File: src/design/mc_pkg.sv
// Shared block counts, counter widths and type-word field offsets for the MC residual front end
package mc_pkg;

  // ------------------------------
  // Block and step counts
  // ------------------------------
  // 8x4 prediction blocks per macroblock
  localparam int BLK_NUM        = 12;
  // Luma blocks come first, steps below 2*LUMA_BLK_NUM are luma
  localparam int LUMA_BLK_NUM   = 8;
  // Two 4x4 steps per 8x4 block
  localparam int STEP_NUM       = 24;
  localparam int STEP_W         = 5;
  localparam int BLK_IDX_W      = 4;

  localparam int PIX_PER_BLK8X4 = 32;
  localparam int PIX_PER_BLK4X4 = 16;

  // ------------------------------
  // Macroblock type word
  // ------------------------------
  localparam int MB_TYPE_W      = 15;
  localparam int MB_TYPE_LSB    = 0;
  // Sub-macroblock type fields, 3 bits each
  localparam int SUB_TYPE_LSB0  = 3;
  localparam int SUB_TYPE_LSB1  = 6;
  localparam int SUB_TYPE_LSB2  = 9;
  localparam int SUB_TYPE_LSB3  = 12;

  // Cr 4x4 block number that closes a macroblock
  localparam int CR_LAST_NUM    = 3;

endpackage

File: src/design/mc_seq_fsm.sv
// Idle/run control of one macroblock; latches the type word, drives entropy-coder fields and done
`timescale 1ns/1ps

module mc_seq_fsm (
  input  logic                         clk_i,
  input  logic                         rst_n_i,
  input  logic                         start_i,
  input  logic                         tq_cr_val_i,
  input  logic [3:0]                   tq_cr_num_i,
  input  logic [mc_pkg::MB_TYPE_W-1:0] mb_type_info_i,
  output logic                         done_o,
  output logic [1:0]                   ec_mb_type_o,
  output logic [7:0]                   ec_sub_partition_o
);
  import mc_pkg::*;

  localparam logic ST_IDLE = 1'b0;
  localparam logic ST_RUN  = 1'b1;

  logic                 state_r;
  logic                 state_nxt;
  logic                 last_ret;
  logic                 done_r;
  logic [MB_TYPE_W-1:0] mb_type_r;

  // Last Cr block back from the transform stage
  assign last_ret = (state_r == ST_RUN) && tq_cr_val_i &&
                    (tq_cr_num_i == 4'(CR_LAST_NUM));

  always_comb begin
    state_nxt = state_r;
    case (state_r)
      ST_IDLE: if (start_i) state_nxt = ST_RUN;
      ST_RUN:  if (last_ret) state_nxt = ST_IDLE;
      default: state_nxt = ST_IDLE;
    endcase
  end

  always_ff @(posedge clk_i or negedge rst_n_i) begin
    if (!rst_n_i) begin
      state_r   <= ST_IDLE;
      done_r    <= 1'b0;
      mb_type_r <= '0;
    end else begin
      state_r <= state_nxt;
      done_r  <= last_ret;
      if (start_i)
        mb_type_r <= mb_type_info_i;
    end
  end

  assign done_o       = done_r;
  assign ec_mb_type_o = mb_type_r[MB_TYPE_LSB +: 2];
  // Sub type 3 in the top bits
  assign ec_sub_partition_o = {mb_type_r[SUB_TYPE_LSB3 +: 2],
                               mb_type_r[SUB_TYPE_LSB2 +: 2],
                               mb_type_r[SUB_TYPE_LSB1 +: 2],
                               mb_type_r[SUB_TYPE_LSB0 +: 2]};

endmodule

File: config.mk
export PLATFORM = sky130hd
export DESIGN_NAME = mc_seq_fsm
export DESIGN_NICKNAME = d
export VERILOG_FILES = /design/src/design/mc_pkg.sv /design/src/design/mc_seq_fsm.sv
export SDC_FILE = /design/constraint.sdc
export NUM_CORES = 1
export LEC_CHECK = 0
export ABC_CLOCK_PERIOD_IN_PS = 1480
export BUFFER_PORTS_ARGS = -buffer_cell sky130_fd_sc_hd__buf_2
export CORE_AREA = 2 2 39 41
export CTS_BUF_LIST = sky130_fd_sc_hd__clkbuf_8
export CTS_CLUSTER_DIAMETER = 100
export CTS_CLUSTER_SIZE = 28
export DETAILED_ROUTE_END_ITERATION = 8
export DIE_AREA = 0 0 41 43
export PLACE_DENSITY = 0.69
export SYNTH_ARGS = -nofsm -noshare
export SYNTH_HDL_FRONTEND = slang
export SYNTH_SLANG_ARGS = --single-unit
File: constraint.sdc
create_clock -name clk_i -period 1.48 [get_ports clk_i]
set_clock_uncertainty 0.1 [all_clocks]
set_input_delay 0.296 -clock clk_i [delete_from_list [all_inputs] [get_ports clk_i]]
set_output_delay 0.296 -clock clk_i [all_outputs]
set_load 0.02 [all_outputs]
# Word level (Yosys, flattened, before mapping)
# Cells that the tools add are included.
# totals
regBits,16
in_bits,23
word_cells,10
# op_classes
n_eq_ne,1
mux,3
bitwise_logic,1
reduce_logical,2
# op_table
cell,n
equality test 4 x 2 -> 1 bit (second input constant),1
logical AND 1 bit,2
two-way mux 1 bit,2
one-hot mux 1 bit (2 select lines),1
inverter 1 bit,1

# Longest topological paths before layout
# logic_depth
ltp_word,4
mapped_depth,2
ltp_nobuf,2

# Worst setup path after synthesis
# No wires, ideal clock.
# synth_timing
kind,input -> register
start,input tq_cr_num_i[3]
end,register state_r
setup_ps,126
arrival_ps,786
slack_ps,468
stages,2
path_buffers,0
path_cell_list,or2_1 > o32a_1
# synth_via
elab_chain_cells,4
# synth_rtl
item,line_no,source
from (decl),mc_seq_fsm.sv:9,"input logic [3:0] tq_cr_num_i,"
equality test 4 x 2 -> 1 bit,mc_seq_fsm.sv:28,(tq_cr_num_i == 4'(CR_LAST_NUM));
logical AND 1 bit,mc_seq_fsm.sv:27,assign last_ret = (state_r == ST_RUN) && tq_cr_val_i &&
two-way mux 1 bit,mc_seq_fsm.sv:34,ST_RUN: if (last_ret) state_nxt = ST_IDLE;
one-hot mux 1 bit (2 select lines),mc_seq_fsm.sv:32,case (state_r)
named net state_nxt,mc_seq_fsm.sv:21,logic state_nxt;
to (signal assigned),mc_seq_fsm.sv:45,state_r <= state_nxt;
to (decl),mc_seq_fsm.sv:20,logic state_r;
# The timed path passes the listed nets, and every way through them passes these cells.
# A chain may end at the register's enable or synchronous reset.

# Worst setup path in the final report
# layout_timing
start,register mb_type_r[6]
end,output ec_sub_partition_o[2]
# layout_lines
item,line_no,source
from (decl),mc_seq_fsm.sv:24,logic [MB_TYPE_W-1:0] mb_type_r;
from (signal assigned),mc_seq_fsm.sv:48,mb_type_r <= mb_type_info_i;
to (decl),mc_seq_fsm.sv:13,output logic [7:0] ec_sub_partition_o
# No word-level cell between the ends.

==> run metrics <==
syn_area_per_cell 16.0 um^2; # rows 14; post-CTS sizing 0; final worst slack 320 ps; RSZ-0062 raised after global routing false; CTS tree done; die width 41 um; CP Capture Type primary output; worst-margin pin slew 263 ps; die footprint 1760 um^2; status finished, final reports clean; Tcrit/Tclk final 78.4%; # H-tree levels 1; clk sink count 12; slew margin rel. 82.4%; maxcap violations 0; num ports 34; min-delay worst type in -> reg; IO Port Bufs 28; commonest non-fill, non-tap cell in the layout buf_2; CP max-delay cell dfrtp_1; number of synthesized register bits 12; Crit path max-delay family flip-flops; Synth Instances 28; vias per inst 4.47; Cell Area, Placed 602 um^2; Synthesized Nets 51; Pwr per Cell Area 1200 nW/um^2; CP cell instances buf_2; Finish-stage setup viols 0; Slew Viols, Final 0; crit path time final 1160 ps; Worst path max stage delay 370 ps; Leak 0.326 nW; Initial Utilization 32.5%; Chip Height 43 um; clk buf depth 2; crit start category flip-flop; Vias 335; setup bufs post-CTS 0; vias in the first global route 350; routability congestion estimate 0.682; GR Overflow Total 0; maximum clock rate 862 MHz; drt total wl 850 um; Worst EP required 1080 ps; post-route cell area 653 um^2; Hold Vio Cnt, Final 0; setup_tns 0 ps; most frequent cells in the layout buf_2 (28), dfrtp_1 (12), mux2_2 (10), clkbuf_8 (3), nand2_1 (2); CTS Buf Count 3; number of DRC markers in iteration 0 1; Yosys Warn Count 0; largest net degree at the start of global routing 13; critical path data arrival time 760 ps; global-route wire length before repair 1390 um; sequential fraction of the synthesis area 66.9%; initial antenna violation count 0; core area 1380 um^2; GRT Util Overall 12.1%; Routed Antenna Nets 0; CP Buf/Inv Count 1; Total Nets Final 84; drt drc 0; ANT cells 0; pre-CTS setup slack 340 ps; Root Buffer clkbuf_8; crit-path max FO 2; drt pass-1 iters 2; Skew-Pair Late Insertion Delay 230 ps; Routed wire per std cell 11.3 um; area of the mapped netlist 449 um^2; share of cells above drive strength 1 69.5%; synthesis-to-finish area growth 45.4%; critical path class reg -> out; maximum vdd drop 0.000551 V; clk slew on worst S/H paths 50 ps; Synth cell types 7
## sequential cells by signal (all words and copies together), names as in the netlist
name and count:
done_o 1, mb_type_r 10, state_r 1
## metal layers
metal / GRT usage, % / wire, um / vias up
met4: 6.00 / 0 / 0
met2: 19.7 / 530 / 3
met5: 0 / 0 / -
met3: 4.71 / 21 / 0
met1: 12.9 / 299 / 170
li1: - / - / 162
## final timing paths
| check | startpoint | to | slack (ps) | cells after the start |
|---|---|---|---|---|
| worst max-delay path | mb_type_r[6] | ec_sub_partition_o[2] | 320 | 1 |
| worst min-delay path | mb_type_info_i[10] | mb_type_r[10] | 190 | 2 |
| worst max register to register | state_r | state_r | 510 | 2 |
| worst min register to register | mb_type_r[7] | mb_type_r[7] | 400 | 1 |
| max in group asynchronous | rst_n_i | mb_type_r[0] | 700 | 2 |
| min in group asynchronous | rst_n_i | mb_type_r[6] | 370 | 2 |
## cells in the mapped netlist
library cell	instances	area [um^2]
nor3_1	1	5.00
mux2_2	10	113
dfrtp_1	12	300
nand2_1	2	7.51
o32a_1	1	10.0
or2_1	1	6.26
buf_4	1	7.51
## where the power goes
| part | internal, W | total, W | leakage [nW] | switching (W) |
|---|---|---|---|---|
| combinational | 0.0000622 | 0.000134 | 0.165 | 0.0000715 |
| clock | 0.000178 | 0.000278 | 0.0216 | 0.000100 |
| sequential | 0.000358 | 0.000370 | 0.140 | 0.0000122 |
## per-stage QoR
stage          utilization (%)  cells  hold WS (ps)  total power [W]
4_1_cts                   47.2     75           196         0.000790
5_1_grt                   47.2     75           192         0.000833
6_report                  47.2     75           195         0.000782
2_1_floorplan                -     28         -99.6         0.000449
3_5_place_dp              43.5     71          85.8         0.000510
3_3_place_gp              43.5     71          88.2         0.000506
## kinds of logic after synthesis
group	Yosys count	synth area share, %
compound gates	1	2.23
buf+inv	1	1.67
flops	12	66.9
mux	10	25.1
simple gates	4	4.18
## area by class of cell
class	count	area, um^2
multi-input cells	15	141
fillers	135	731
well taps	16	20.0
clock buffers	3	41.3
repair buffers	29	150
flip-flops and latches	12	300
## repair_timing
action	4_1_cts	5_1_grt
endpoints found under the setup margin	0	0
hold buffers	1	0
hold endpoints to repair	12	0
Power figures use the tool's default switching activity.
