===== src/design/mc_pkg.sv =====
// Shared block counts, counter widths and type-word field offsets for the MC residual front end
package mc_pkg;

  // ------------------------------
  // Block and step counts
  // ------------------------------
  // 8x4 prediction blocks per macroblock
  localparam int BLK_NUM        = 12;
  // Luma blocks come first, steps below 2*LUMA_BLK_NUM are luma
  localparam int LUMA_BLK_NUM   = 8;
  // Two 4x4 steps per 8x4 block
  localparam int STEP_NUM       = 24;
  localparam int STEP_W         = 5;
  localparam int BLK_IDX_W      = 4;

  localparam int PIX_PER_BLK8X4 = 32;
  localparam int PIX_PER_BLK4X4 = 16;

  // ------------------------------
  // Macroblock type word
  // ------------------------------
  localparam int MB_TYPE_W      = 15;
  localparam int MB_TYPE_LSB    = 0;
  // Sub-macroblock type fields, 3 bits each
  localparam int SUB_TYPE_LSB0  = 3;
  localparam int SUB_TYPE_LSB1  = 6;
  localparam int SUB_TYPE_LSB2  = 9;
  localparam int SUB_TYPE_LSB3  = 12;

  // Cr 4x4 block number that closes a macroblock
  localparam int CR_LAST_NUM    = 3;

endpackage


===== src/design/mc_blk_step_if.sv =====
// Block-step control from the step counter to the current-select and prediction-buffer modules
`timescale 1ns/1ps

interface mc_blk_step_if;
  import mc_pkg::*;

  // Upper bits pick the 8x4 block, bit 0 the 4x4 half
  logic [STEP_W-1:0] step;
  logic              step_en;
  // Half of the step that is on the outputs this cycle
  logic              out_half;

  modport ctl (
    output step,
    output step_en,
    output out_half
  );

  modport src (
    input step
  );

  modport rec (
    input out_half
  );

endinterface


===== src/design/mc_pred_buf.sv =====
// Holds the latest prediction block; gives out 4x4 halves for subtraction and for reconstruction
`timescale 1ns/1ps

module mc_pred_buf #(
  parameter int PIX_W = 8
) (
  input  logic                                    clk_i,
  input  logic                                    rst_n_i,
  input  logic                                    pred_valid_i,
  input  logic [mc_pkg::PIX_PER_BLK8X4*PIX_W-1:0] pred_data_i,
  mc_blk_step_if.src                              step_src_if,
  mc_blk_step_if.rec                              step_rec_if,
  output logic [mc_pkg::PIX_PER_BLK4X4*PIX_W-1:0] pred_half_o,
  output logic [mc_pkg::PIX_PER_BLK4X4*PIX_W-1:0] pred_rec_o
);
  import mc_pkg::*;

  localparam int BLK_W  = PIX_PER_BLK8X4 * PIX_W;
  localparam int HALF_W = PIX_PER_BLK4X4 * PIX_W;

  logic [BLK_W-1:0] pred_r;

  // Left or right 4x4 of an 8x4 block
  function automatic logic [HALF_W-1:0] pick_half(input logic [BLK_W-1:0] blk,
                                                  input logic             half);
    logic [HALF_W-1:0] h;
    for (int k = 0; k < PIX_PER_BLK4X4; k++)
      h[k*PIX_W +: PIX_W] = blk[((k/4)*8 + (half ? 4 : 0) + (k%4))*PIX_W +: PIX_W];
    return h;
  endfunction

  always_ff @(posedge clk_i or negedge rst_n_i) begin
    if (!rst_n_i)
      pred_r <= '0;
    else if (pred_valid_i)
      pred_r <= pred_data_i;
  end

  // Subtraction runs on the live step, reconstruction one cycle behind
  assign pred_half_o = pick_half(pred_r, step_src_if.step[0]);
  assign pred_rec_o  = pick_half(pred_r, step_rec_if.out_half);

endmodule


===== src/flat_wrapper.sv =====
// flat-port wrapper written by rule: the top's interface ports become plain ports
module mc_pred_buf_flat import mc_pkg::*;
#(
  parameter int PIX_W = 8
)
  (clk_i, rst_n_i, pred_valid_i, pred_data_i, pred_half_o, pred_rec_o, step_src_if_step, step_rec_if_out_half);
  mc_blk_step_if step_src_if_i ();
  mc_blk_step_if step_rec_if_i ();
  input  logic clk_i;
  input  logic rst_n_i;
  input  logic pred_valid_i;
  input  logic [mc_pkg::PIX_PER_BLK8X4*PIX_W-1:0] pred_data_i;
  output logic [mc_pkg::PIX_PER_BLK4X4*PIX_W-1:0] pred_half_o;
  output logic [mc_pkg::PIX_PER_BLK4X4*PIX_W-1:0] pred_rec_o;
  input wire logic [$bits(step_src_if_i.step)-1:0] step_src_if_step;
  input wire logic [$bits(step_rec_if_i.out_half)-1:0] step_rec_if_out_half;
  assign step_src_if_i.step = step_src_if_step;
  assign step_rec_if_i.out_half = step_rec_if_out_half;
  mc_pred_buf #(.PIX_W(PIX_W)) u_core (.clk_i(clk_i), .rst_n_i(rst_n_i), .pred_valid_i(pred_valid_i), .pred_data_i(pred_data_i), .step_src_if(step_src_if_i), .step_rec_if(step_rec_if_i), .pred_half_o(pred_half_o), .pred_rec_o(pred_rec_o));
endmodule

===== config.mk =====
export PLATFORM = sky130hd
export DESIGN_NAME = mc_pred_buf_flat
export DESIGN_NICKNAME = d
export VERILOG_FILES = /design/src/design/mc_pkg.sv /design/src/design/mc_blk_step_if.sv /design/src/design/mc_pred_buf.sv /design/src/flat_wrapper.sv
export SDC_FILE = /design/constraint.sdc
export NUM_CORES = 1
export LEC_CHECK = 0
export ABC_AREA = 1
export BUFFER_PORTS_ARGS = -buffer_cell sky130_fd_sc_hd__buf_2
export CAP_MARGIN = 20
export CORE_AREA = 2 2 204 206
export DETAILED_ROUTE_END_ITERATION = 16
export DIE_AREA = 0 0 206 208
export GPL_ROUTABILITY_DRIVEN = 0
export SLEW_MARGIN = 20
export SYNTH_ARGS = -nofsm -noshare
export SYNTH_HDL_FRONTEND = slang
export SYNTH_SLANG_ARGS = --single-unit

===== constraint.sdc =====
create_clock -name clk_i -period 0.8 [get_ports clk_i]
set_input_delay 0.04 -clock clk_i [delete_from_list [all_inputs] [get_ports clk_i]]
set_output_delay 0.04 -clock clk_i [all_outputs]
set_load 0.005 [all_outputs]

; ---- Word level (Yosys, flattened, before mapping)
; Cells that the tools add are included.
; Widths: inputs -> output; s select.
[word_totals]
ff_bits = 256
inputBits = 265
out_inout_bits = 256
word_cells = 65
[classes]
addsub = 30
shifts = 32
muxes = 2
[op_table]
columns = operator, count
row1 = $shiftx 256x32->8, 31
row2 = $add 29x3->29 const B, 14
row3 = $shiftx 256x7->8, 1
row4 = $add 29x2->29 const B, 7
row5 = $add 6x29->29 const A, 4
row6 = $add 5x29->29 const A, 1
row7 = $add 3x2->4 const B, 2
row8 = $mux 3, 2
row9 = $add 4x3->5 const A, 1
row10 = $add 3x1->4 const B, 1

; ---- Depth between registers and ports, before layout
[logic_depth]
word_depth = 4
depth_mapped = 6
depth_no_buf = 3

; ---- Least setup slack after synthesis
; OpenSTA, ideal clock, no wires.
[synth_path]
kind = input -> register
start = input port pred_valid_i
end = register u_core.pred_r[182]
setup_time_ns = 0.116
t_arrival_ns = 0.555
required_ns = 0.684
slack_ns = 0.129
cell_stages = 5
path_cell_list = buf_6 -> buf_4 -> buf_4 -> nand2_1 -> nand2_1
[synth_rtl]
columns = element, line_no
row1 = from (decl), flat_wrapper.sv:11  ; input logic pred_valid_i;
row2 = to (signal assigned), mc_pred_buf.sv:36  ; pred_r <= pred_data_i;
row3 = to (decl), mc_pred_buf.sv:21  ; logic [BLK_W-1:0] pred_r;

; ---- Final worst setup path
[layout_path]
start = register u_core.pred_r[174]
end = output port pred_rec_o[78] in the netlist's numbering
[layout_via]
elab_chain_cells = 1
[layout_rtl]
columns = element, line_no
row1 = $shiftx 256x32->8, mc_pred_buf.sv:28  ; h[k*PIX_W +: PIX_W] = blk[((k/4)*8 + (half ? 4 : 0) + (k%4))*PIX_W +: PIX_W];
row2 = to (decl), flat_wrapper.sv:14  ; output logic [mc_pkg::PIX_PER_BLK4X4*PIX_W-1:0] pred_rec_o;
; No other way between the ends.

==> flow_summary.yaml <==
floorplanning:
  row_count: 74
  fp.dieH_um: 208
  start_util_pct: 32.1
  io_pins: 521
  coreArea_um2: 40600
  die_x_um: 206
  dieArea_um2: 42800
placement:
  dp_hpwl_um: 35600
  pre_cts_slack_ns: -0.139
  post-place-cells: 2920
  port_buffers: 516
worst_setup_path:
  crit_slowest_cell: "dfrtp_1"
  crit_arrival_ns: 1.31
  r2r_cells: 4
  cpMostUsedCell: "nand2_1"
  worstSetupStartpointType: "flop"
  critical-path-max-stage-delay_ns: 0.43
  cp_max_fo: 3
  crit_chain: "nand2_1, nand2_1, buf_2"
  critPathKind: "flop to output pin"
  worst_ep_required_time_ns: 0.76
  endpoint_kind: "output pin"
clock_tree:
  clockBufferDepth: 3
  cts_root_buffer: "clkbuf_16"
  cts_htree_levels: 1
  clkSlewWorstSetupHoldPaths_ns: 0.06
  cts_made_buffers: 30
  tritoncts: "yes"
  clkLatencyLatePin_ns: 0.55
  clock_sinks: 256
global_routing:
  grt_max_degree: 64
  antenna_found_initial: 4
  grtUsageTotal_pct: 23.3
  grt_pass1_wl_um: 80000
  grt_pass1_vias: 15100
  grt_overflow: 0
cells_and_area:
  area_delta_synth_final_pct: 60.5
  instances_no_fill: 3327
  largest_register_ffs: 256
  top_register: "u_core.pred_r"
  layout_commonest_cell: "nand2_1"
  final_nets: 3033
  final_cell_mix: "1508 x nand2_1, 503 x buf_2, 262 x dlygate4sd3_1"
  top_regs: "u_core.pred_r: 256 flops"
  drive_gt1_share_pct: 27.4
  seq_area_um2: 6410
  multi_input_area_um2: 5840
  fill_cells: 3803
drt:
  first_pass_iters: 5
  drc: 0
  drtIter0Drc: 1274
  finalWirelength_um: 52200
  ant_nets: 0
  viasPerCell: 4.67
  wire_per_inst_um: 15.7
  vias: 15500
synth:
  synth_warnings: 0
  syn_avg_cell_area_um2: 6.82
  synth_cell_types: 9
  syn-num-nets: 2173
  synth.top_cell.area_share_pct: 49.3
  syn_area_um2: 13000
  synth_cells: 1908
  ys_ff_latch: 256
  synth_area_leaders: "dfrtp_1 49%, nand2_1 44%, buf_2 2.6%, buf_6 2.2%, buf_4 0.92%"
  ys_seq_area_share_pct: 49.3
  yosysTopAreaCell: "dfrtp_1"
sta:
  worst_slew_pin_slew_ns: 0.369
  timing.final.crit_share_pct: 169
  fmax_mhz: 741
  slew_headroom_pct: 75.4
  whs_ns: -0.0482
  grt_setup_unrepaired: "true"
  fin_worst_skew_ns: 0
  fin_ws_ns: -0.550
  slew_violations: 0
  hold_viol_final: 11
  min_period_ns: 1.35
  setup_tns_ns: -129.99
  setup_viol: 370
power:
  p_per_area_nw_per_um2: 1820
  leakagePower_nw: 12.3
  power.total_mw: 37.9
  vdd_drop_max_mv: 1.46
run_status:
  violations: "negative hold slack, negative setup slack"
  status: "finished, violations left"
flow_run:
  max_cap_viol_count: 0
min_path:
  hp-class: "input port to asynchronous set/reset pin"
## critical path: cells and delay by family (launching register included)
kind / cells / cell delay (ns)
buffers and inverters: 1 / 0.13
DFF: 1 / 0.43
and+or+nand+nor: 2 / 0.17
## per-stage QoR
| step | util [%] | area (um^2) | hold WS, ns |
|---|---|---|---|
| after floorplan | - | 13000 | -0.256 |
| after global placement | 40.5 | 16400 | -0.0730 |
| after detailed placement | 40.5 | 16400 | -0.0701 |
| after CTS | 50.0 | 20300 | -0.0732 |
| after global routing | 51.5 | 20900 | -0.0562 |
| final | 51.5 | 20900 | -0.0482 |
## cell type report
type	count	share of cell area, %
antenna	4	0.0480
tap	532	3.19
multi-input combinational	1536	28.0
inverter	3	0.114
sequential	256	30.7
timing repair buffer	941	33.0
clock buffer	38	3.88
clock inverter	17	1.05
## report_power, final
group          leakage, nW  internal, mW  total [mW]  switching [mW]
registers             3.11          14.1        15.2            1.07
logic                 8.65          4.24        8.48            4.24
clock network        0.497          8.49        14.2            5.74
total                 12.3          26.8        37.9            11.1
## what timing repair did
action                     CTS  global route
gates resized for setup      7            41
hold endpoints to repair   512            22
buffers inserted            31            56
pin swaps                  248           102
hold buffers               259             4
setup endpoints to repair  256           414
## kinds of logic after synthesis
kind of cell,after synthesis,synth area share [%]
flip-flops,256,49.3
buffers and inverters,116,6.41
AND/OR/NAND/NOR,1536,44.3
## metal layers
layer  wire, um  share of wire (%)  track usage [%]
met1      21000                 40             28.7
met2      24700                 47             39.2
met3       3770                7.2             4.54
met4       2780                5.3             10.4
met5          0                  0                0
## path summary, 6_finish.rpt
check	from	to	slack, ns
worst max register to register	u_core.pred_r[47]	u_core.pred_r[47]	-0.05
worst max-delay path	u_core.pred_r[174]	pred_rec_o[78]	-0.55
max in group asynchronous	rst_n_i	u_core.pred_r[191]	0.31
worst min register to register	u_core.pred_r[253]	u_core.pred_r[253]	0.50
worst min-delay path	rst_n_i	u_core.pred_r[101]	-0.05
min in group clk_i	pred_valid_i	u_core.pred_r[27]	0.01
## cell usage after synthesis
library cell,instances
buf_12,1
buf_4,16
inv_6,1
buf_2,67
buf_8,4
inv_1,2
nand2_1,1536
buf_6,25
dfrtp_1,256
Power figures use the tool's default switching activity.
