### config.mk
export PLATFORM = sky130hd
export DESIGN_NAME = mc_residual
export DESIGN_NICKNAME = d
export VERILOG_FILES = /design/src/design/mc_pkg.sv /design/src/design/mc_residual.sv
export SDC_FILE = /design/constraint.sdc
export NUM_CORES = 1
export LEC_CHECK = 0
export CORE_ASPECT_RATIO = 1.1
export CORE_UTILIZATION = 35
export DETAILED_ROUTE_END_ITERATION = 12
export DONT_BUFFER_PORTS = 1
export SYNTH_ARGS = -nofsm -noshare
export SYNTH_HDL_FRONTEND = slang
export SYNTH_SLANG_ARGS = --single-unit
### constraint.sdc
create_clock -name clk_i -period 0.8 [get_ports clk_i]
set_input_delay 0.2 -clock clk_i [delete_from_list [all_inputs] [get_ports clk_i]]
set_output_delay 0.2 -clock clk_i [all_outputs]
set_load 0.05 [all_outputs]
### src/design/mc_pkg.sv
// Shared block counts, counter widths and type-word field offsets for the MC residual front end
package mc_pkg;

  // ------------------------------
  // Block and step counts
  // ------------------------------
  // 8x4 prediction blocks per macroblock
  localparam int BLK_NUM        = 12;
  // Luma blocks come first, steps below 2*LUMA_BLK_NUM are luma
  localparam int LUMA_BLK_NUM   = 8;
  // Two 4x4 steps per 8x4 block
  localparam int STEP_NUM       = 24;
  localparam int STEP_W         = 5;
  localparam int BLK_IDX_W      = 4;

  localparam int PIX_PER_BLK8X4 = 32;
  localparam int PIX_PER_BLK4X4 = 16;

  // ------------------------------
  // Macroblock type word
  // ------------------------------
  localparam int MB_TYPE_W      = 15;
  localparam int MB_TYPE_LSB    = 0;
  // Sub-macroblock type fields, 3 bits each
  localparam int SUB_TYPE_LSB0  = 3;
  localparam int SUB_TYPE_LSB1  = 6;
  localparam int SUB_TYPE_LSB2  = 9;
  localparam int SUB_TYPE_LSB3  = 12;

  // Cr 4x4 block number that closes a macroblock
  localparam int CR_LAST_NUM    = 3;

endpackage

### src/design/mc_residual.sv
// Registered per-pixel residual, current minus prediction, one bit wider than a pixel
`timescale 1ns/1ps

module mc_residual #(
  parameter int PIX_W = 8
) (
  input  logic                                        clk_i,
  input  logic                                        rst_n_i,
  input  logic [mc_pkg::PIX_PER_BLK4X4*PIX_W-1:0]     cur_half_i,
  input  logic [mc_pkg::PIX_PER_BLK4X4*PIX_W-1:0]     pred_half_i,
  output logic [mc_pkg::PIX_PER_BLK4X4*(PIX_W+1)-1:0] res_pix_o
);
  import mc_pkg::*;

  localparam int RES_W = PIX_W + 1;

  logic [PIX_PER_BLK4X4*RES_W-1:0] res;

  // Zero-extend both pixels so the difference is signed
  always_comb begin
    for (int k = 0; k < PIX_PER_BLK4X4; k++) begin
      res[k*RES_W +: RES_W] = $signed({1'b0, cur_half_i[k*PIX_W +: PIX_W]}) -
                              $signed({1'b0, pred_half_i[k*PIX_W +: PIX_W]});
    end
  end

  always_ff @(posedge clk_i or negedge rst_n_i) begin
    if (!rst_n_i)
      res_pix_o <= '0;
    else
      res_pix_o <= res;
  end

endmodule

# Word-level counts from Yosys, hierarchy flattened
# Cells that the tools add are included.
[op_classes] add_sub_neg=16 mul=0 div_mod_pow=0 order_cmp=0 eq_ne=0 shifts=0 mux=0 n_bitwise=0 n_reduce_logical=0
[op_table] op="$sub 8x8->9" n=16
[totals] register_bits=144 latchBits=0 mem_bits_rw=0 mem_bits_ro=0 in_bits=258 out_inout_bits=144 wordCells=17 mem_count=0

# Depth between registers and ports, before layout
# Gate-level depths: netlist of the first run.
[logic_depth] ltp_word=1 mapped_depth=8 mapped_depth_nobuf=8

# Least setup slack after synthesis of the first run
# Ideal clock, no wire load.
[synth_timing] path_kind="in2reg" start="input cur_half_i[112] (netlist name)" end="register res_pix_o[134] (netlist name)" setup_time_ns=0.121 t_arrival_ns=1.446 required_time_ns=0.679 setup_slack_ns=-0.767 cell_stages=8 n_path_buf=0 path_cell_list="inv_1 -> ha_1 -> fa_1 -> nor2b_1 -> o21ai_1 -> a21boi_1 -> o21ai_0 -> o2bb2ai_1"
[synth_via] elab_chain_len=1
[synth_rtl] item="start: declaration" line="mc_residual.sv:9" source="input logic [mc_pkg::PIX_PER_BLK4X4*PIX_W-1:0] cur_half_i,"
[synth_rtl] item="$sub 8x8->9" line="mc_residual.sv:22" source="res[k*RES_W +: RES_W] = $signed({1'b0, cur_half_i[k*PIX_W +: PIX_W]}) -"
[synth_rtl] item="via res[134]" line="mc_residual.sv:17" source="logic [PIX_PER_BLK4X4*RES_W-1:0] res;"
[synth_rtl] item="end signal: assignment" line="mc_residual.sv:31" source="res_pix_o <= res;"
[synth_rtl] item="end: declaration" line="mc_residual.sv:11" source="output logic [mc_pkg::PIX_PER_BLK4X4*(PIX_W+1)-1:0] res_pix_o"
# The timed path passes the listed nets, and every way through them passes these cells.

# Worst setup path in the final report of the first run
[layout_timing] start="register res_pix_o[50] (netlist name)" end="output res_pix_o[50] (netlist name)"
# No word-level cell between the ends.

==> results of run 1 <==
## what timing repair did
item / in CTS / in global routing
gates resized for setup: 151 / 74
pin swaps: 148 / 82
setup buffers: 12 / 25
hold endpoints to repair: 168 / 145
endpoints found under the setup margin: 224 / 225
## worst max path at each step
stage / end / slack [ns]
5_1_grt: res_pix_o[50] / -0.44
2_1_floorplan: res_pix_o[134] / -0.64
4_1_cts: res_pix_o[50] / -0.43
3_3_place_gp: res_pix_o[53] / -0.78
6_report: res_pix_o[50] / -0.41
3_5_place_dp: res_pix_o[53] / -0.78
## report_power, final
group / total (mW) / internal (mW) / leakage, nW / switching, mW
Sequential: 9.70 / 8.60 / 1.65 / 1.10
Combinational: 16.8 / 8.49 / 5.50 / 8.27
Clock: 8.18 / 4.77 / 0.288 / 3.42
Total: 34.6 / 21.9 / 7.44 / 12.8
## per-stage QoR
step,util,total power [mW],hold slack (ns),instance area (um2)
2_1_floorplan,-,17.4,-0.0956,9750
3_3_place_gp,0.554,25.2,-0.0918,14000
3_5_place_dp,0.554,25.5,-0.0925,14000
4_1_cts,0.615,34.4,-0.550,15600
5_1_grt,0.635,36.1,-0.553,16100
6_report,0.635,34.6,-0.527,16100
## synth_stat cells, types with 3 or more instances
master / count / area (um2)
o2bb2ai_1: 15 / 131
dfrtp_1: 144 / 3600
nor2_1: 71 / 267
o31a_1: 15 / 131
xor2_1: 19 / 166
nand2_1: 17 / 63.8
o211ai_1: 12 / 90.1
inv_1: 187 / 702
and2_1: 6 / 37.5
xnor2_1: 53 / 464
nand2b_2: 4 / 35.0
fa_1: 16 / 320
a21oi_1: 32 / 160
a311oi_2: 6 / 90.1
nor2b_1: 29 / 181
o21ai_0: 17 / 85.1
a21boi_0: 9 / 67.6
nor3_1: 10 / 50.1
a21boi_1: 10 / 75.1
o21a_1: 41 / 308
o31ai_2: 6 / 75.1
o21ai_2: 6 / 52.6
nor3_2: 6 / 60.1
or3_1: 9 / 56.3
nand2b_1: 3 / 18.8
o21ai_1: 9 / 45.0
o22ai_1: 9 / 56.3
ha_1: 128 / 1600
## cell type report
type | count | share of cell area
inverter | 187 | 0.0619
sequential | 144 | 0.224
clock buffer | 20 | 0.0278
multi-input combinational | 562 | 0.378
clock inverter | 12 | 0.00926
antenna | 2 | 0.000311
timing repair buffer | 324 | 0.272
tap | 346 | 0.0269
## kinds of logic after synthesis
family	count (synthesis)	share of synthesized area
xor+xnor	72	0.0697
fa+ha+maj	144	0.212
simple gates	157	0.0881
flops	144	0.398
compound gates	189	0.154
buf+inv	187	0.0776
## per-layer routing
| metal | track usage | vias to the layer above | routed length (um) |
|---|---|---|---|
| met4 | 0.104 | 0 | 1100 |
| met2 | 0.371 | 275 | 14900 |
| met5 | 0 | - | 0 |
| met3 | 0.0664 | 60 | 1990 |
| met1 | 0.200 | 3605 | 9270 |
| li1 | - | 3629 | - |
==> results.md, run 1 <==
* Status: finished with violations
* Failing checks: hold timing, setup timing
* Gr usage total at 0.201
* Largest registers: res_pix_o: 144 flops
* I/O Buffers at 0
* Fin nets at 1638
* CP required at around 0.60 ns
* Crit. path cell count at 1
* Critical path endpoint category: primary output
* CTS clk-pin slew, worst paths at 0.07 ns
* Fill cells at 1913
* Top cell family by delay on the critical path: flip-flops
* I/O Pins at 402
* CORE AREA at 25300 um2
* Synthesized flop and latch total at 144
* Largest stage delay, worst path at 0.43 ns
* Initial antenna violation count at 2
* Dpl cells at 1514
* Via density per instance at 4.74
* Pre-CTS setup slack at -0.783 ns
* Post-synth ARST share at 1.00
* CP Class: reg2out
* Final WL at 27200 um
* DRC viols at 0
* Die area at 26500 um2
* Setup TNS at -63.78 ns
* Multi-input logic area at 6080 um2
* Synth cell types at 31
* Mapped Nets at 1295
* Critical-path cell with the highest stage delay: dfrtp_1
* Hold_ws at -0.527 ns
* Slew headroom at 0.785
* Hold Crit Class: in2async
* Buf+Inv Stages, Crit Path at 1
* First-pass GRT wire length at 40700 um
* Rows at 61
* TritonCTS buffer count at 17
* Final WS setup at -0.410 ns
* Worst-margin pin slew at about 0.32 ns
* Die width at 155 um
* Syn Std Cell Area at 9050 um2
* Fin cells at around 1.6k
* F_max at 0.826 GHz
* Setup crit start: res_pix_o[50]
* Layout cells sized above 1 at 0.472
* CTS tree: built
* RSZ-0062 raised after global routing: true
* Post-synthesis sequential area ratio at 0.398
* Synthesized area per cell at 10.1 um2
* Gate Count Post-Synth at 893
* Final Hold Vio Count at 144
* Final slew viol count at 0
* Leak at about 7.4 nW
* Fin crit share at 1.51
* Die Y at approximately 170 um
* Max rail drop VDD at ~1.2 mV
* Area growth, synth to finish at 77.7%
* Pwr dens at roughly 2200 nW/um2
* Commonest non-fill, non-tap cells in the layout: buf_12, dfrtp_1, inv_1, buf_4, ha_1
* Crit path max fanout at 1
* DRT iter0 DRCs at 208
* WL/cell at roughly 17 um
* Via count at about 7.6k
* DRT Pass-1 Iters at 4
* Final number of setup-violating endpoints at 222
* Grt ovf at 0
* Final Wtd Congestion at 0.882
* DRT antenna net count at 0
* CP Launch Type: register
* Largest net degree at the start of global routing at 145
* Final Critical Period at 1.21 ns
* Register area at 3600 um2
* Max FFs per register at 144
* Number of global-route vias before repair at about 7.9k
* Initial core utilization at 0.357
* Max-cap viol count at 0
* Critical path arrival at 1.01 ns
* Yosys warns at 0
* Root Buffer: clkbuf_16
* Most common flop cell mapped by yosys: dfrtp_1
* Post-CTS Hold Fix Bufs at 17
* EDFF count, synth at 0
* Top reg by flops: res_pix_o
* H-tree depth at 4
* Clock Sinks at ~140
* Critical-path cell list: buf_12
* DP Wirelength at 21300 um
* Clock Path Buffers at 2
Note: power is estimated with default switching activity, not from simulation.
==> run 2: changes to the inputs <==
- ABC_AREA: default -> 1
==> results.md, run 2 <==
* EDFF count, synth at 0 (unchanged)
* WL/cell at 14.1 um (was 17.0 um)
* Fin cells at 1959 (was 1597)
* Met2 routed WL at 14900 um (about the same)
* Failing checks: hold timing, setup timing (unchanged)
* Clk pwr share at 0.246 (was 0.236)
* Worst-margin pin slew at 0.276 ns (was 0.323 ns)
* Final number of setup-violating endpoints at 168 (was 222)
* Clock Path Buffers at 2 (unchanged)
* Fin nets at 1986 (was 1638)
* Fill cells at 2291 (was 1913)
* Rows at 64 (was 61)
* Layout cells sized above 1 at 0.295 (was 0.472)
* Top cell family by delay on the critical path: flip-flops (unchanged)
* Status: finished with violations (unchanged)
* CTS tree: built (unchanged)
* F_max at 0.820 GHz (was 0.826 GHz)
* Critical path arrival at 1.02 ns (was 1.01 ns)
* I/O Buffers at 0 (unchanged)
* Number of global-route vias before repair at 8890 (was 7949)
* Hold_ws at -0.537 ns (was -0.527 ns)
* CORE AREA at 27800 um2 (was 25300 um2)
* Top reg by flops: res_pix_o (unchanged)
* Final Wtd Congestion at 0.893 (was 0.882)
* Clock Sinks at 144 (unchanged)
* CP required at 0.60 ns (about the same)
* Die area at 28900 um2 (was 26500 um2)
* Final WL at 27700 um (was 27200 um)
* Synthesized flop and latch total at 144 (unchanged)
* Share of the synthesized area in the top cell type at 0.364 (was 0.398)
* Sw Ratio at 0.367 (was 0.369)
* RSZ-0062 raised after global routing: true (unchanged)
* Critical path endpoint category: primary output (unchanged)
* Hold Crit Class: in2async (unchanged)
* Final WS setup at -0.420 ns (was -0.410 ns)
* Area growth, synth to finish at 64.7% (was 77.7%)
* Via count at 8867 (was 7569)
* Leak at 8.47 nW (was 7.44 nW)
* Top sig layer: met4 (unchanged)
* Commonest non-fill, non-tap cells in the layout: nand2_1, inv_1, buf_12, dfrtp_1, buf_4 (was buf_12, dfrtp_1, inv_1, buf_4, ha_1)
* Post-CTS Hold Fix Bufs at 19 (was 17)
* Syn Std Cell Area at 9890 um2 (was 9050 um2)
* Buf+Inv Stages, Crit Path at 1 (unchanged)
* Most common cell after layout, fill and taps aside: nand2_1
* DRT iter0 DRCs at 274 (was 208)
* CTS clk-pin slew, worst paths at 0.06 ns (was 0.07 ns)
* Grt ovf at 0 (unchanged)
* DRT Pass-1 Iters at 4 (unchanged)
* DRT antenna net count at 0 (unchanged)
* Gate Count Post-Synth at 1305 (was 893)
* Root Buffer: clkbuf_16 (unchanged)
* Synthesized area per cell at 7.58 um2 (was 10.1 um2)
* I/O Pins at 402 (unchanged)
* Share of total power in combinational logic at 0.473 (was 0.484)
* Initial antenna violation count at 0 (was 2)
* Gr usage total at 0.194 (was 0.201)
* Critical-path cell with the highest stage delay: dfrtp_1 (unchanged)
* Metal-1 WL at 9770 um (was 9270 um)
* TritonCTS buffer count at 17 (unchanged)
* Die Y at 178 um (was 171 um)
* Mapped Nets at 1707 (was 1295)
* Most common flop cell mapped by yosys: dfrtp_1 (unchanged)
* Synth top cells by count: nand2_1, inv_1, dfrtp_1 (was inv_1, dfrtp_1, ha_1)
* Final Critical Period at 1.22 ns (was 1.21 ns)
* Max-cap viol count at 0 (unchanged)
* CP Launch Type: register (unchanged)
* CP Class: reg2out (unchanged)
* Final slew viol count at 0 (unchanged)
* Crit path max fanout at 1 (unchanged)
* Synth area leader: dfrtp_1 (unchanged)
* Max rail drop VDD at 1.45 mV (was 1.21 mV)
* H-tree depth at 4 (unchanged)
* Top-count cell post-synth: nand2_1 (was inv_1)
* Slew headroom at 0.816 (was 0.785)
* Post-synthesis sequential area ratio at 0.364 (was 0.398)
* Antenna cell count at 0 (was 2)
* Register share of total power at 0.281 (was 0.280)
* First-pass GRT wire length at 43200 um (was 40700 um)
* Largest registers: res_pix_o: 144 flops (unchanged)
* Pint at 21.6 mW (was 21.9 mW)
* Fin crit share at 1.52 (was 1.51)
* Via density per instance at 4.53 (was 4.74)
* Largest net degree at the start of global routing at 145 (unchanged)
* Met3 wire len at 2180 um (was 1990 um)
* Dpl cells at 1897 (was 1514)
* Synth cell types at 15 (was 31)
* Max FFs per register at 144 (unchanged)
* Final Hold Vio Count at 145 (was 144)
* Pre-CTS setup slack at -0.578 ns (was -0.783 ns)
* DRC viols at 0 (unchanged)
* Die width at 162 um (was 155 um)
* Yosys warns at 0 (unchanged)
* Critical-path cell list: buf_12 (unchanged)
* Initial core utilization at 0.356 (was 0.357)
* DP Wirelength at 23000 um (was 21300 um)
* Largest stage delay, worst path at 0.42 ns (was 0.43 ns)
* Synth area leaders: dfrtp_1, ha_1, nand2_1, inv_1, xnor2_1 (was dfrtp_1, ha_1, inv_1, xnor2_1, fa_1)
* P_sw at 12.5 mW (was 12.8 mW)
* Post-synth ARST share at 1.00 (unchanged)
* Pwr dens at 2100 nW/um2 (was 2150 nW/um2)
==> run 2: changes by cell type in the layout (fill, tap and decap cells not counted), moves of 24 or more <==
cell	change
buf_4	-42
nand2_1	+337
o21ai_2	-24
nand3_1	+63
o21a_1	-41
inv_1	+164
==> run 2: cell type report <==
cell class	count	area (um2)	share of cell area
inverters	347	1500	0.0921
well taps	363	454	0.0279
clock inverters	9	131	0.00807
repair buffers	260	3810	0.234
flip-flops and latches	144	3600	0.221
clock buffers	22	484	0.0297
multi-input cells	814	6300	0.387
==> run 2: cells by family (layout without fill, tap and decap cells) <==
| group | after synthesis | in the layout | synth area share |
|---|---|---|---|
| flops | 144 | 144 | 0.364 |
| compound gates | 73 | 73 | 0.0385 |
| xor+xnor | 48 | 48 | 0.0425 |
| simple gates | 549 | 549 | 0.229 |
| fa+ha+maj | 144 | 144 | 0.194 |
| buf+inv | 347 | 638 | 0.132 |
==> run 2: what timing repair did <==
action                                  4_1_cts  5_1_grt
gates resized for setup                      11       41
endpoints found under the setup margin      164      175
setup buffers                                 7        7
pin swaps                                    44       33
endpoints found under the hold margin       175      152
==> run 2: per-layer routing <==
layer / vias up / global-route usage
met5: - / 0
met2: 274 / 0.361
met3: 43 / 0.0670
met1: 4086 / 0.196
met4: 0 / 0.0770
li1: 4464 / -
==> run 2: power by group through the flow <==
stage / clock network [mW] / registers [mW] / logic [mW]
2_1_floorplan: 0 / 13.5 / 4.19
3_3_place_gp: 0 / 9.72 / 15.6
3_5_place_dp: 0 / 9.76 / 15.8
4_1_cts: 8.66 / 9.63 / 16.0
5_1_grt: 8.90 / 9.72 / 17.2
6_report: 8.40 / 9.60 / 16.1
==> run 2: final timing paths <==
path	start	endpoint	slack [ns]	cells past startpoint
setup / recovery	res_pix_o[67]	res_pix_o[67]	-0.42	1
max in group asynchronous	rst_n_i	res_pix_o[124]	1.07	0
hold / removal	rst_n_i	res_pix_o[40]	-0.54	0
min in group clk_i	cur_half_i[90]	res_pix_o[101]	-0.01	2
==> run 2: through the flow <==
stage / utilization / total power [mW] / area [um2] / setup TNS (ns)
final: 0.586 / 34.1 / 16300 / -55.99
after global routing: 0.586 / 35.8 / 16300 / -62.20
after CTS: 0.580 / 34.3 / 16100 / -59.06
after detailed placement: 0.548 / 25.5 / 15200 / -41.70
after global placement: 0.548 / 25.3 / 15200 / -39.91
after floorplan: - / 17.7 / 11200 / -30.81
