[config.mk]
export PLATFORM = sky130hd
export DESIGN_NAME = mc_blk_counter_flat
export DESIGN_NICKNAME = d
export VERILOG_FILES = /design/src/design/mc_pkg.sv /design/src/design/mc_blk_step_if.sv /design/src/design/mc_blk_counter.sv /design/src/flat_wrapper.sv
export SDC_FILE = /design/constraint.sdc
export NUM_CORES = 1
export LEC_CHECK = 0
export ABC_CLOCK_PERIOD_IN_PS = 1300
export BUFFER_PORTS_ARGS = -buffer_cell sky130_fd_sc_hd__buf_4
export CORE_MARGIN = 2
export CORE_UTILIZATION = 40
export DETAILED_ROUTE_END_ITERATION = 16
export GPL_TIMING_DRIVEN = 0
export PLACE_DENSITY = 0.75
export SYNTH_ARGS = -nofsm -noshare
export SYNTH_HDL_FRONTEND = slang
export SYNTH_SLANG_ARGS = --single-unit
[constraint.sdc]
create_clock -name clk_i -period 1.3 [get_ports clk_i]
set_clock_uncertainty 0.05 [all_clocks]
set_input_delay 0.26 -clock clk_i [delete_from_list [all_inputs] [get_ports clk_i]]
set_output_delay 0.26 -clock clk_i [all_outputs]
set_load 0.01 [all_outputs]
[src/design/mc_pkg.sv]
// Shared block counts, counter widths and type-word field offsets for the MC residual front end
package mc_pkg;

  // ------------------------------
  // Block and step counts
  // ------------------------------
  // 8x4 prediction blocks per macroblock
  localparam int BLK_NUM        = 12;
  // Luma blocks come first, steps below 2*LUMA_BLK_NUM are luma
  localparam int LUMA_BLK_NUM   = 8;
  // Two 4x4 steps per 8x4 block
  localparam int STEP_NUM       = 24;
  localparam int STEP_W         = 5;
  localparam int BLK_IDX_W      = 4;

  localparam int PIX_PER_BLK8X4 = 32;
  localparam int PIX_PER_BLK4X4 = 16;

  // ------------------------------
  // Macroblock type word
  // ------------------------------
  localparam int MB_TYPE_W      = 15;
  localparam int MB_TYPE_LSB    = 0;
  // Sub-macroblock type fields, 3 bits each
  localparam int SUB_TYPE_LSB0  = 3;
  localparam int SUB_TYPE_LSB1  = 6;
  localparam int SUB_TYPE_LSB2  = 9;
  localparam int SUB_TYPE_LSB3  = 12;

  // Cr 4x4 block number that closes a macroblock
  localparam int CR_LAST_NUM    = 3;

endpackage

[src/design/mc_blk_step_if.sv]
// Block-step control from the step counter to the current-select and prediction-buffer modules
`timescale 1ns/1ps

interface mc_blk_step_if;
  import mc_pkg::*;

  // Upper bits pick the 8x4 block, bit 0 the 4x4 half
  logic [STEP_W-1:0] step;
  logic              step_en;
  // Half of the step that is on the outputs this cycle
  logic              out_half;

  modport ctl (
    output step,
    output step_en,
    output out_half
  );

  modport src (
    input step
  );

  modport rec (
    input out_half
  );

endinterface

[src/design/mc_blk_counter.sv]
// Step counter over the 4x4 halves of each prediction block; builds transform enables and numbers
`timescale 1ns/1ps

module mc_blk_counter (
  input  logic                         clk_i,
  input  logic                         rst_n_i,
  input  logic                         pred_valid_i,
  input  logic [mc_pkg::BLK_IDX_W-1:0] pred_blk_i,
  mc_blk_step_if.ctl                   step_if,
  output logic                         tq_luma_en_o,
  output logic [3:0]                   tq_luma_num_o,
  output logic                         tq_chroma_en_o,
  output logic [2:0]                   tq_chroma_num_o
);
  import mc_pkg::*;

  localparam int LUMA_STEP_NUM = LUMA_BLK_NUM * 2;

  logic [STEP_W-1:0] out_cnt_r;
  logic              luma_en_r;
  logic              chroma_en_r;
  logic              is_luma;

  // ------------------------------
  // Step count and enable
  // ------------------------------
  // New block restarts at its first half
  always_ff @(posedge clk_i or negedge rst_n_i) begin
    if (!rst_n_i) begin
      step_if.step <= '0;
    end else if (pred_valid_i) begin
      step_if.step <= {pred_blk_i, 1'b0};
    end else if (step_if.step == STEP_W'(STEP_NUM - 1)) begin
      step_if.step <= '0;
    end else if (step_if.step_en) begin
      step_if.step <= step_if.step + 1'b1;
    end
  end

  // Enable lasts for both halves, drops after the odd one
  always_ff @(posedge clk_i or negedge rst_n_i) begin
    if (!rst_n_i)
      step_if.step_en <= 1'b0;
    else if (pred_valid_i)
      step_if.step_en <= 1'b1;
    else if (step_if.step[0])
      step_if.step_en <= 1'b0;
  end

  // ------------------------------
  // Output stage, one cycle later
  // ------------------------------
  assign is_luma = (step_if.step < STEP_W'(LUMA_STEP_NUM));

  always_ff @(posedge clk_i or negedge rst_n_i) begin
    if (!rst_n_i) begin
      out_cnt_r   <= '0;
      luma_en_r   <= 1'b0;
      chroma_en_r <= 1'b0;
    end else begin
      out_cnt_r   <= step_if.step;
      luma_en_r   <= step_if.step_en & is_luma;
      chroma_en_r <= step_if.step_en & ~is_luma;
    end
  end

  assign step_if.out_half = out_cnt_r[0];
  assign tq_luma_en_o     = luma_en_r;
  assign tq_chroma_en_o   = chroma_en_r;
  // Numbers wrap inside each plane
  assign tq_luma_num_o    = out_cnt_r[3:0];
  assign tq_chroma_num_o  = out_cnt_r[2:0];

endmodule

[src/flat_wrapper.sv]
// flat-port wrapper written by rule: the top's interface ports become plain ports
module mc_blk_counter_flat import mc_pkg::*;
  (clk_i, rst_n_i, pred_valid_i, pred_blk_i, tq_luma_en_o, tq_luma_num_o, tq_chroma_en_o, tq_chroma_num_o, step_if_step, step_if_step_en, step_if_out_half);
  mc_blk_step_if step_if_i ();
  input  logic clk_i;
  input  logic rst_n_i;
  input  logic pred_valid_i;
  input  logic [mc_pkg::BLK_IDX_W-1:0] pred_blk_i;
  output logic tq_luma_en_o;
  output logic [3:0] tq_luma_num_o;
  output logic tq_chroma_en_o;
  output logic [2:0] tq_chroma_num_o;
  output wire logic [$bits(step_if_i.step)-1:0] step_if_step;
  output wire logic [$bits(step_if_i.step_en)-1:0] step_if_step_en;
  output wire logic [$bits(step_if_i.out_half)-1:0] step_if_out_half;
  assign step_if_step = step_if_i.step;
  assign step_if_step_en = step_if_i.step_en;
  assign step_if_out_half = step_if_i.out_half;
  mc_blk_counter u_core (.clk_i(clk_i), .rst_n_i(rst_n_i), .pred_valid_i(pred_valid_i), .pred_blk_i(pred_blk_i), .step_if(step_if_i), .tq_luma_en_o(tq_luma_en_o), .tq_luma_num_o(tq_luma_num_o), .tq_chroma_en_o(tq_chroma_en_o), .tq_chroma_num_o(tq_chroma_num_o));
endmodule
Yosys cells after proc, flatten, opt, wreduce, memory -nomap -nowiden
Cells that the tools add are included.
{ "totals": {"inputBits": 7, "output_inout_bits": 16, "ff_bits": 12} }
{ "op_classes": {"mux": 5, "eq_ne": 1, "addsub": 1, "bitwise": 3, "reduce_logical": 2, "n_lt_le_gt_ge": 1} }
{ "op_table": {"columns": ["op", "count"], "rows": [
  ["two-way mux 5 bit", 3],
  ["adder 5 x 1 -> 5 bit (second input constant)", 1],
  ["== test 5 bit (second input constant)", 1],
  ["< comparator 5 bit (second input constant)", 1],
  ["nonzero test 3 bit", 1],
  ["AND 1 bit", 2],
  ["two-way mux 1 bit", 2],
  ["nonzero test 2 bit", 1],
  ["NOT 1 bit", 1]
]} }

Logic depth before layout (Yosys ltp)
Gate-level depths: netlist of the first run.
{ "logic_depth": {"word_depth": 4, "depth_mapped": 4, "depth_no_buf": 4} }

Worst setup path after synthesis of the first run
OpenSTA, ideal clock, no wires.
{ "synth_path": {"path_type": "reg2reg", "from": "reg u_core.step_if.step[0]", "to": "reg u_core.step_if.step[2]", "synth_period_minus_slack_ps": 1377, "path_slack_ps": -77, "arrival_ps": 1201, "path_stages_with_launch": 4, "cell_sequence": "dfrtp_1 -> ha_1 -> and4bb_2 -> a221o_1"} }
{ "synth_via": {"elab_chain_len": 4, "elab_cells_between_ends": 6, "classes_between": "add/sub (1); eq/ne (1); mux (3); reduce/logical (1)"} }
{ "synth_lines": {"columns": ["element", "line_no", "rtl"], "rows": [
  ["start, declared", "mc_blk_step_if.sv:14", "output step,"],
  ["start signal, assigned", "mc_blk_counter.sv:32", "step_if.step <= {pred_blk_i, 1'b0};"],
  ["start signal, assigned", "mc_blk_counter.sv:36", "step_if.step <= step_if.step + 1'b1;"],
  ["adder 5 x 1 -> 5 bit", "mc_blk_counter.sv:36", null],
  ["two-way mux 5 bit", "mc_blk_counter.sv:35", "end else if (step_if.step_en) begin"],
  ["two-way mux 5 bit", "mc_blk_counter.sv:33", "end else if (step_if.step == STEP_W'(STEP_NUM - 1)) begin"],
  ["two-way mux 5 bit", "mc_blk_counter.sv:31", "end else if (pred_valid_i) begin"]
]} }
Parallel ways exist; a longest one is shown, timed or not. The select of a mux whose other input is x is not followed.
A chain may end at the register's enable or synchronous reset.

Worst setup path in the final report of the first run
{ "layout_path": {"from": "reg u_core.step_if.step[1]", "to": "reg u_core.step_if.step[2]"} }
The elaborated chain is that of the path after synthesis.

==> results of run 1 <==
worst register-to-register path, stage by stage (launching register included):
cell and delay, ns:
dfrtp_2 0.47, ha_4 0.19, and4bb_2 0.22, a221o_1 0.25
power breakdown:
part / switching, mW / internal [mW] / leakage (nW)
Combinational: 0.176 / 0.274 / 0.225
Sequential: 0.0858 / 0.447 / 0.139
Clock: 0.126 / 0.170 / 0.0210
repair_timing:
item / in CTS / in global routing
buffers inserted: 0 / 2
hold endpoints to repair: 12 / 0
resized for setup: 1 / 0
hold buffers: 1 / 0
setup endpoints to repair: 1 / 2
synth_stat cells (all sizes together):
master / count
and2: 1
o21ai: 2
and4bb: 1
a311o: 1
o31ai: 1
ha: 1
a21oi: 4
mux2i: 1
and4b: 1
nand2: 2
xnor2: 1
nor2b: 6
inv: 1
and2b: 1
buf: 5
clkbuf: 1
nor3: 1
dfrtp: 12
nand4: 1
a21o: 1
a221o: 1
metal layers:
layer / global-route usage [%] / vias up / share of wire (%) / wire length (um)
met5: 0 / - / 0 / 0
met4: 12.1 / 0 / 0 / 0
met3: 1.63 / 0 / 7.6 / 85
met2: 26.6 / 19 / 52 / 579
met1: 17.2 / 213 / 40 / 451
li1: - / 214 / - / -
layout make-up:
class	count	area, um^2
Multi-Input combinational cell	27	216
Timing Repair Buffer	25	190
Tap cell	15	18.8
Inverter	1	3.75
Fill cell	123	488
Clock buffer	4	36.3
Sequential cell	12	303
Buffer	6	45.0
state kept, by name, indices dropped and copies added, names as in the netlist:
name	flops
u_core.tq_luma_en_o	1
u_core.step_if.step_en	1
u_core.step_if.step	5
u_core.tq_chroma_en_o	1
u_core.out_cnt_r	4
cells by family after synthesis:
| kind of cell | Yosys count | synth area share (%) |
|---|---|---|
| flip-flops | 12 | 54.3 |
| multiplexers | 1 | 1.81 |
| adder cells (fa/ha/maj) | 1 | 2.26 |
| AO/OA/AOI/OAI | 10 | 11.8 |
| buffers and inverters | 7 | 8.82 |
| XOR/XNOR | 1 | 1.58 |
| AND/OR/NAND/NOR | 14 | 19.5 |
how the worst max path moves through the flow:
stage,start,end,slack [ns],depth (start not counted)
detailed placement,u_core.step_if.step[1]$_DFFE_PN0P_,u_core.step_if.step[2]$_DFFE_PN0P_,-0.02,3
CTS,u_core.step_if.step[0]$_DFFE_PN0P_,u_core.step_if.step[2]$_DFFE_PN0P_,0.002,3
floorplan,u_core.step_if.step[1]$_DFFE_PN0P_,u_core.step_if.step[2]$_DFFE_PN0P_,0.002,3
global placement,u_core.step_if.step[1]$_DFFE_PN0P_,u_core.step_if.step[2]$_DFFE_PN0P_,-0.0002,3
finish,u_core.step_if.step[1]$_DFFE_PN0P_,u_core.step_if.step[2]$_DFFE_PN0P_,0.02,3
global route,u_core.step_if.step[1]$_DFFE_PN0P_,u_core.step_if.step[2]$_DFFE_PN0P_,-0.01,3
==> qor.csv, run 1 <==
metric,value,unit
global route overflow,0,
status,"finished, final reports clean",
Cells after DPL,83,
Yosys reg bits,12,
sequential share of the synthesized area,54.3,%
pin count of the biggest net entering global routing,13,
Initial Util,42.5,%
initial antenna violation count,0,
Syn Std Cell Area,553,um^2
reg2reg end,u_core.step_if.step[2]$_DFFE_PN0P_,
FP Rows,13,
worst hold slack,0.157,ns
CTS tree,built,
Tcrit/Tclk final,98.6,%
antenna-violating nets left,0,
Initial DRC Count,7,
die area,1700,um^2
core footprint,1300,um^2
Final Wtd Congestion,0.702,
worst-skew pair later-pin latency,0.27,ns
via count,446,
critical path type,flop to flop,
Peak Freq,0.780,GHz
Worst Path Max Fanout,5,
min Tclk post-route,1.28,ns
"most common cell after layout, fill and taps aside",buf_4,
global-route wire length before repair,1.66,mm
"leading cell types in the layout, fill and taps excluded","28 x buf_4, 10 x dfrtp_1, 6 x nor2b_1",
Die Ht,41.2,um
fin. max-slew vios,0,
Reg2Reg Depth,3,
worst vdd ir,926,uV
final core occ,62.5,%
dpl hpwl,782,um
H-tree levels,1,
Placed Instance Area,751,um^2
YS warnings,0,
DRC Markers,0,
clock-pin slew on the worst setup and hold paths,0.08,ns
crit end category,flop,
"non-filler cells, final",90,
ratio of cells with drive above 1 in the final layout,50.7,%
die width,41.2,um
post-synth cell types,22,
startpoint types,flop,
CTS buffer count,3,
crit-path max cell delay,0.47,ns
r2r setup slk,0.02,ns
# setup viols final,0,
syn avg cell area,12.0,um^2
worst path required time,1.42,ns
DRT Wirelength,1.12,mm
Critical R2R Launch,u_core.step_if.step[1]$_DFFE_PN0P_,
area share of the largest cell type after synthesis,54.3,%
Worst path slowest cell,dfrtp_2,
I/O pin count,23,
root buffer cell,clkbuf_4,
critical path's top delay family,flip-flops,
"Hold Vio Cnt, Final",0,
vias in the first global route,408,
NumNets Final,84,
hold path start,pred_blk_i[0],
Min-Delay Path Depth,3,
RSZ-0062 raised after global routing,yes,
Tot Pwr,1.28,mW
Placement Setup Slack,-0.0156,ns
Worst Path Arrival,1.40,ns
Inserted Diodes,0,
Clock Path Buffers,2,
DR WL/cell,12.4,um
Area Overhead vs Synth,47.1,%
"top cells by area, synth","dfrtp_1 54%, nor2b_1 6.8%, buf_4 5.4%",
vias per cell,4.96,
max_cap viols,0,
Buffers on Ports,22,
Final WS setup,0.0188,ns
Worst Path Buf+Inv,0,
TritonCTS Sinks,12,
worst hold endpoint,u_core.step_if.step[1]$_DFFE_PN0P_,
Final TNS setup,0,ns
cell area after layout,813,um^2
Worst slew margin,74.4,%
All-Layer GR Usage,15.5,%
power per standard cell area,1570,nW/um^2
iteration count of the initial detailed-routing pass,4,
Hold Crit Class,input pin to flop,
Syn Nets,54,
Synth Instances,46,
CP cell instances,ha_4 > and4bb_2 > a221o_1,
Worst-Margin Slew,0.384,ns
Pleak,0.385,nW
leading area contributor after synthesis,dfrtp_1,
(Power assumes the default switching activity.)
==> inputs of run 2 (changes only) <==
--- a/config.mk
+++ b/config.mk
@@ -9,6 +9,7 @@
 export BUFFER_PORTS_ARGS = -buffer_cell sky130_fd_sc_hd__buf_4
 export CORE_MARGIN = 2
 export CORE_UTILIZATION = 40
+export CTS_BUF_LIST = sky130_fd_sc_hd__clkbuf_16
 export DETAILED_ROUTE_END_ITERATION = 16
 export GPL_TIMING_DRIVEN = 0
 export PLACE_DENSITY = 0.75
==> qor.csv, run 2 (synthesis gave the netlist of run 1 again) <==
metric,value,unit,change
critical path type,flop to flop,,unchanged
Area Overhead vs Synth,54.8,%,was 47.1%
reg2reg end,u_core.step_if.step[2]$_DFFE_PN0P_,,unchanged
antenna-violating nets left,0,,unchanged
Reg2Reg Depth,3,,unchanged
Clock Path Buffers,2,,unchanged
ratio of cells with drive above 1 in the final layout,49.3,%,was 50.7%
clock-pin slew on the worst setup and hold paths,0.04,ns,was 0.08 ns
power per standard cell area,1800,nW/um^2,was 1570 nW/um^2
wire length on met1,443,um,was 451 um
global-route wire length before repair,1.75,mm,was 1.66 mm
status,"finished, final reports clean",,unchanged
Cells after DPL,83,,unchanged
Critical R2R Launch,u_core.step_if.step[1]$_DFFE_PN0P_,,unchanged
Largest regs,"u_core.step_if.step: 5 flops, u_core.out_cnt_r: 4 flops",,unchanged
DR WL/cell,12.8,um,was 12.4 um
crit end category,flop,,unchanged
met2 WL,629,um,was 579 um
root buffer cell,clkbuf_16,,was clkbuf_4
global route overflow,0,,unchanged
"non-filler cells, final",90,,unchanged
Die Ht,41.2,um,unchanged
FP Rows,13,,unchanged
Critical Path End,u_core.step_if.step[2]$_DFFE_PN0P_,,unchanged
die width,41.2,um,unchanged
DRC Markers,0,,unchanged
DRT Wirelength,1.15,mm,was 1.12 mm
die area,1700,um^2,unchanged
Hold Crit Class,input pin to flop,,unchanged
Pleak,0.403,nW,was 0.385 nW
met3 WL post-DR,79,um,was 85 um
RSZ-0062 raised after global routing,yes,,unchanged
via count,456,,was 446
Final Wtd Congestion,0.702,,unchanged
Initial Util,42.5,%,unchanged
pin count of the biggest net entering global routing,13,,unchanged
All-Layer GR Usage,16.7,%,was 15.5%
Worst Path Max Fanout,5,,unchanged
Crit. Startpoint,u_core.step_if.step[1]$_DFFE_PN0P_,,unchanged
worst vdd ir,932,uV,was 926 uV
TritonCTS Sinks,12,,unchanged
Tcrit/Tclk final,99.0,%,was 98.6%
Worst slew margin,75.7,%,was 74.4%
CTS buffer count,3,,unchanged
NumNets Final,84,,unchanged
# setup viols final,0,,unchanged
vias in the first global route,425,,was 408
iteration count of the initial detailed-routing pass,4,,unchanged
H-tree levels,1,,unchanged
worst hold slack,0.190,ns,was 0.157 ns
Worst-Margin Slew,0.365,ns,was 0.384 ns
min Tclk post-route,1.29,ns,was 1.28 ns
core footprint,1300,um^2,unchanged
initial antenna violation count,0,,unchanged
fin. max-slew vios,0,,unchanged
worst path required time,1.37,ns,was 1.42 ns
I/O pin count,23,,unchanged
"leading cell types in the layout, fill and taps excluded","28 x buf_4, 10 x dfrtp_1, 6 x nor2b_1",,unchanged
CTS tree,built,,unchanged
Final TNS setup,0,ns,unchanged
dpl hpwl,782,um,unchanged
"Hold Vio Cnt, Final",0,,unchanged
"most common cell after layout, fill and taps aside",buf_4,,unchanged
Buffers on Ports,22,,unchanged
r2r setup slk,0.01,ns,was 0.02 ns
DR top layer,met3,,unchanged
vias per cell,5.07,,was 4.96
Worst Path Arrival,1.36,ns,was 1.40 ns
Biggest register,u_core.step_if.step,,unchanged
Inserted Diodes,0,,unchanged
Peak Freq,0.777,GHz,was 0.780 GHz
worst-skew pair later-pin latency,0.24,ns,was 0.27 ns
startpoint types,flop,,unchanged
max FFs per register,5,,unchanged
Initial DRC Count,11,,was 7
final core occ,65.8,%,was 62.5%
max_cap viols,0,,unchanged
[run 2: cell types whose count changed in the layout (fill, tap and decap cells not counted), sizes merged]
cell / delta
clkinv: +1
clkbuf: -1
[run 2: critical path: stages, from the launching register on]
cell and delay, ns:
dfrtp_2 0.46, ha_4 0.19, and4bb_2 0.22, a221o_1 0.25
[run 2: through the flow]
stage | power, mW | cell area [um^2] | worst slack, ns
after floorplan | 0.754 | 567 | 0.00240
after global placement | 0.950 | 751 | -0.000212
after detailed placement | 0.969 | 751 | -0.0156
after CTS | 1.56 | 856 | 0.0124
after global routing | 1.63 | 856 | -0.0122
final | 1.54 | 856 | 0.0128
[run 2: power breakdown]
part / internal (mW) / switching (mW) / total [mW]
clock: 0.404 / 0.150 / 0.553
sequential: 0.449 / 0.0794 / 0.528
combinational: 0.274 / 0.186 / 0.460
total: 1.13 / 0.415 / 1.54
[run 2: routing by layer]
layer,vias to the layer above,track usage (%)
li1,215,-
met1,220,18.2
met2,21,28.5
met3,0,3.26
met4,0,12.1
met5,-,0
[run 2: worst min path at each step]
stage	depth (start not counted)	end	startpoint
2_1_floorplan	0	u_core.out_cnt_r[0]$_DFF_PN0_	rst_n_i
3_3_place_gp	1	u_core.out_cnt_r[3]$_DFF_PN0_	rst_n_i
3_5_place_dp	1	u_core.step_if.step[4]$_DFFE_PN0P_	rst_n_i
4_1_cts	3	u_core.step_if.step[1]$_DFFE_PN0P_	pred_blk_i[0]
5_1_grt	3	u_core.step_if.step[1]$_DFFE_PN0P_	pred_blk_i[0]
6_report	3	u_core.step_if.step[1]$_DFFE_PN0P_	pred_blk_i[0]
[run 2: area by class of cell]
type	instances	area, um^2
Inverter	1	3.75
Timing Repair Buffer	25	190
Tap cell	15	18.8
Clock inverter	1	3.75
Clock buffer	3	75.1
Fill cell	108	445
Multi-Input combinational cell	27	216
Sequential cell	12	303
Buffer	6	45.0
[run 2: repair_timing]
| action | 4_1_cts | 5_1_grt |
|---|---|---|
| hold buffers | 1 | 0 |
| setup endpoints to repair | 2 | 1 |
| buffers inserted | 2 | 0 |
| resized for setup | 1 | 0 |
| pin swaps | 0 | 0 |
| hold endpoints to repair | 12 | 0 |
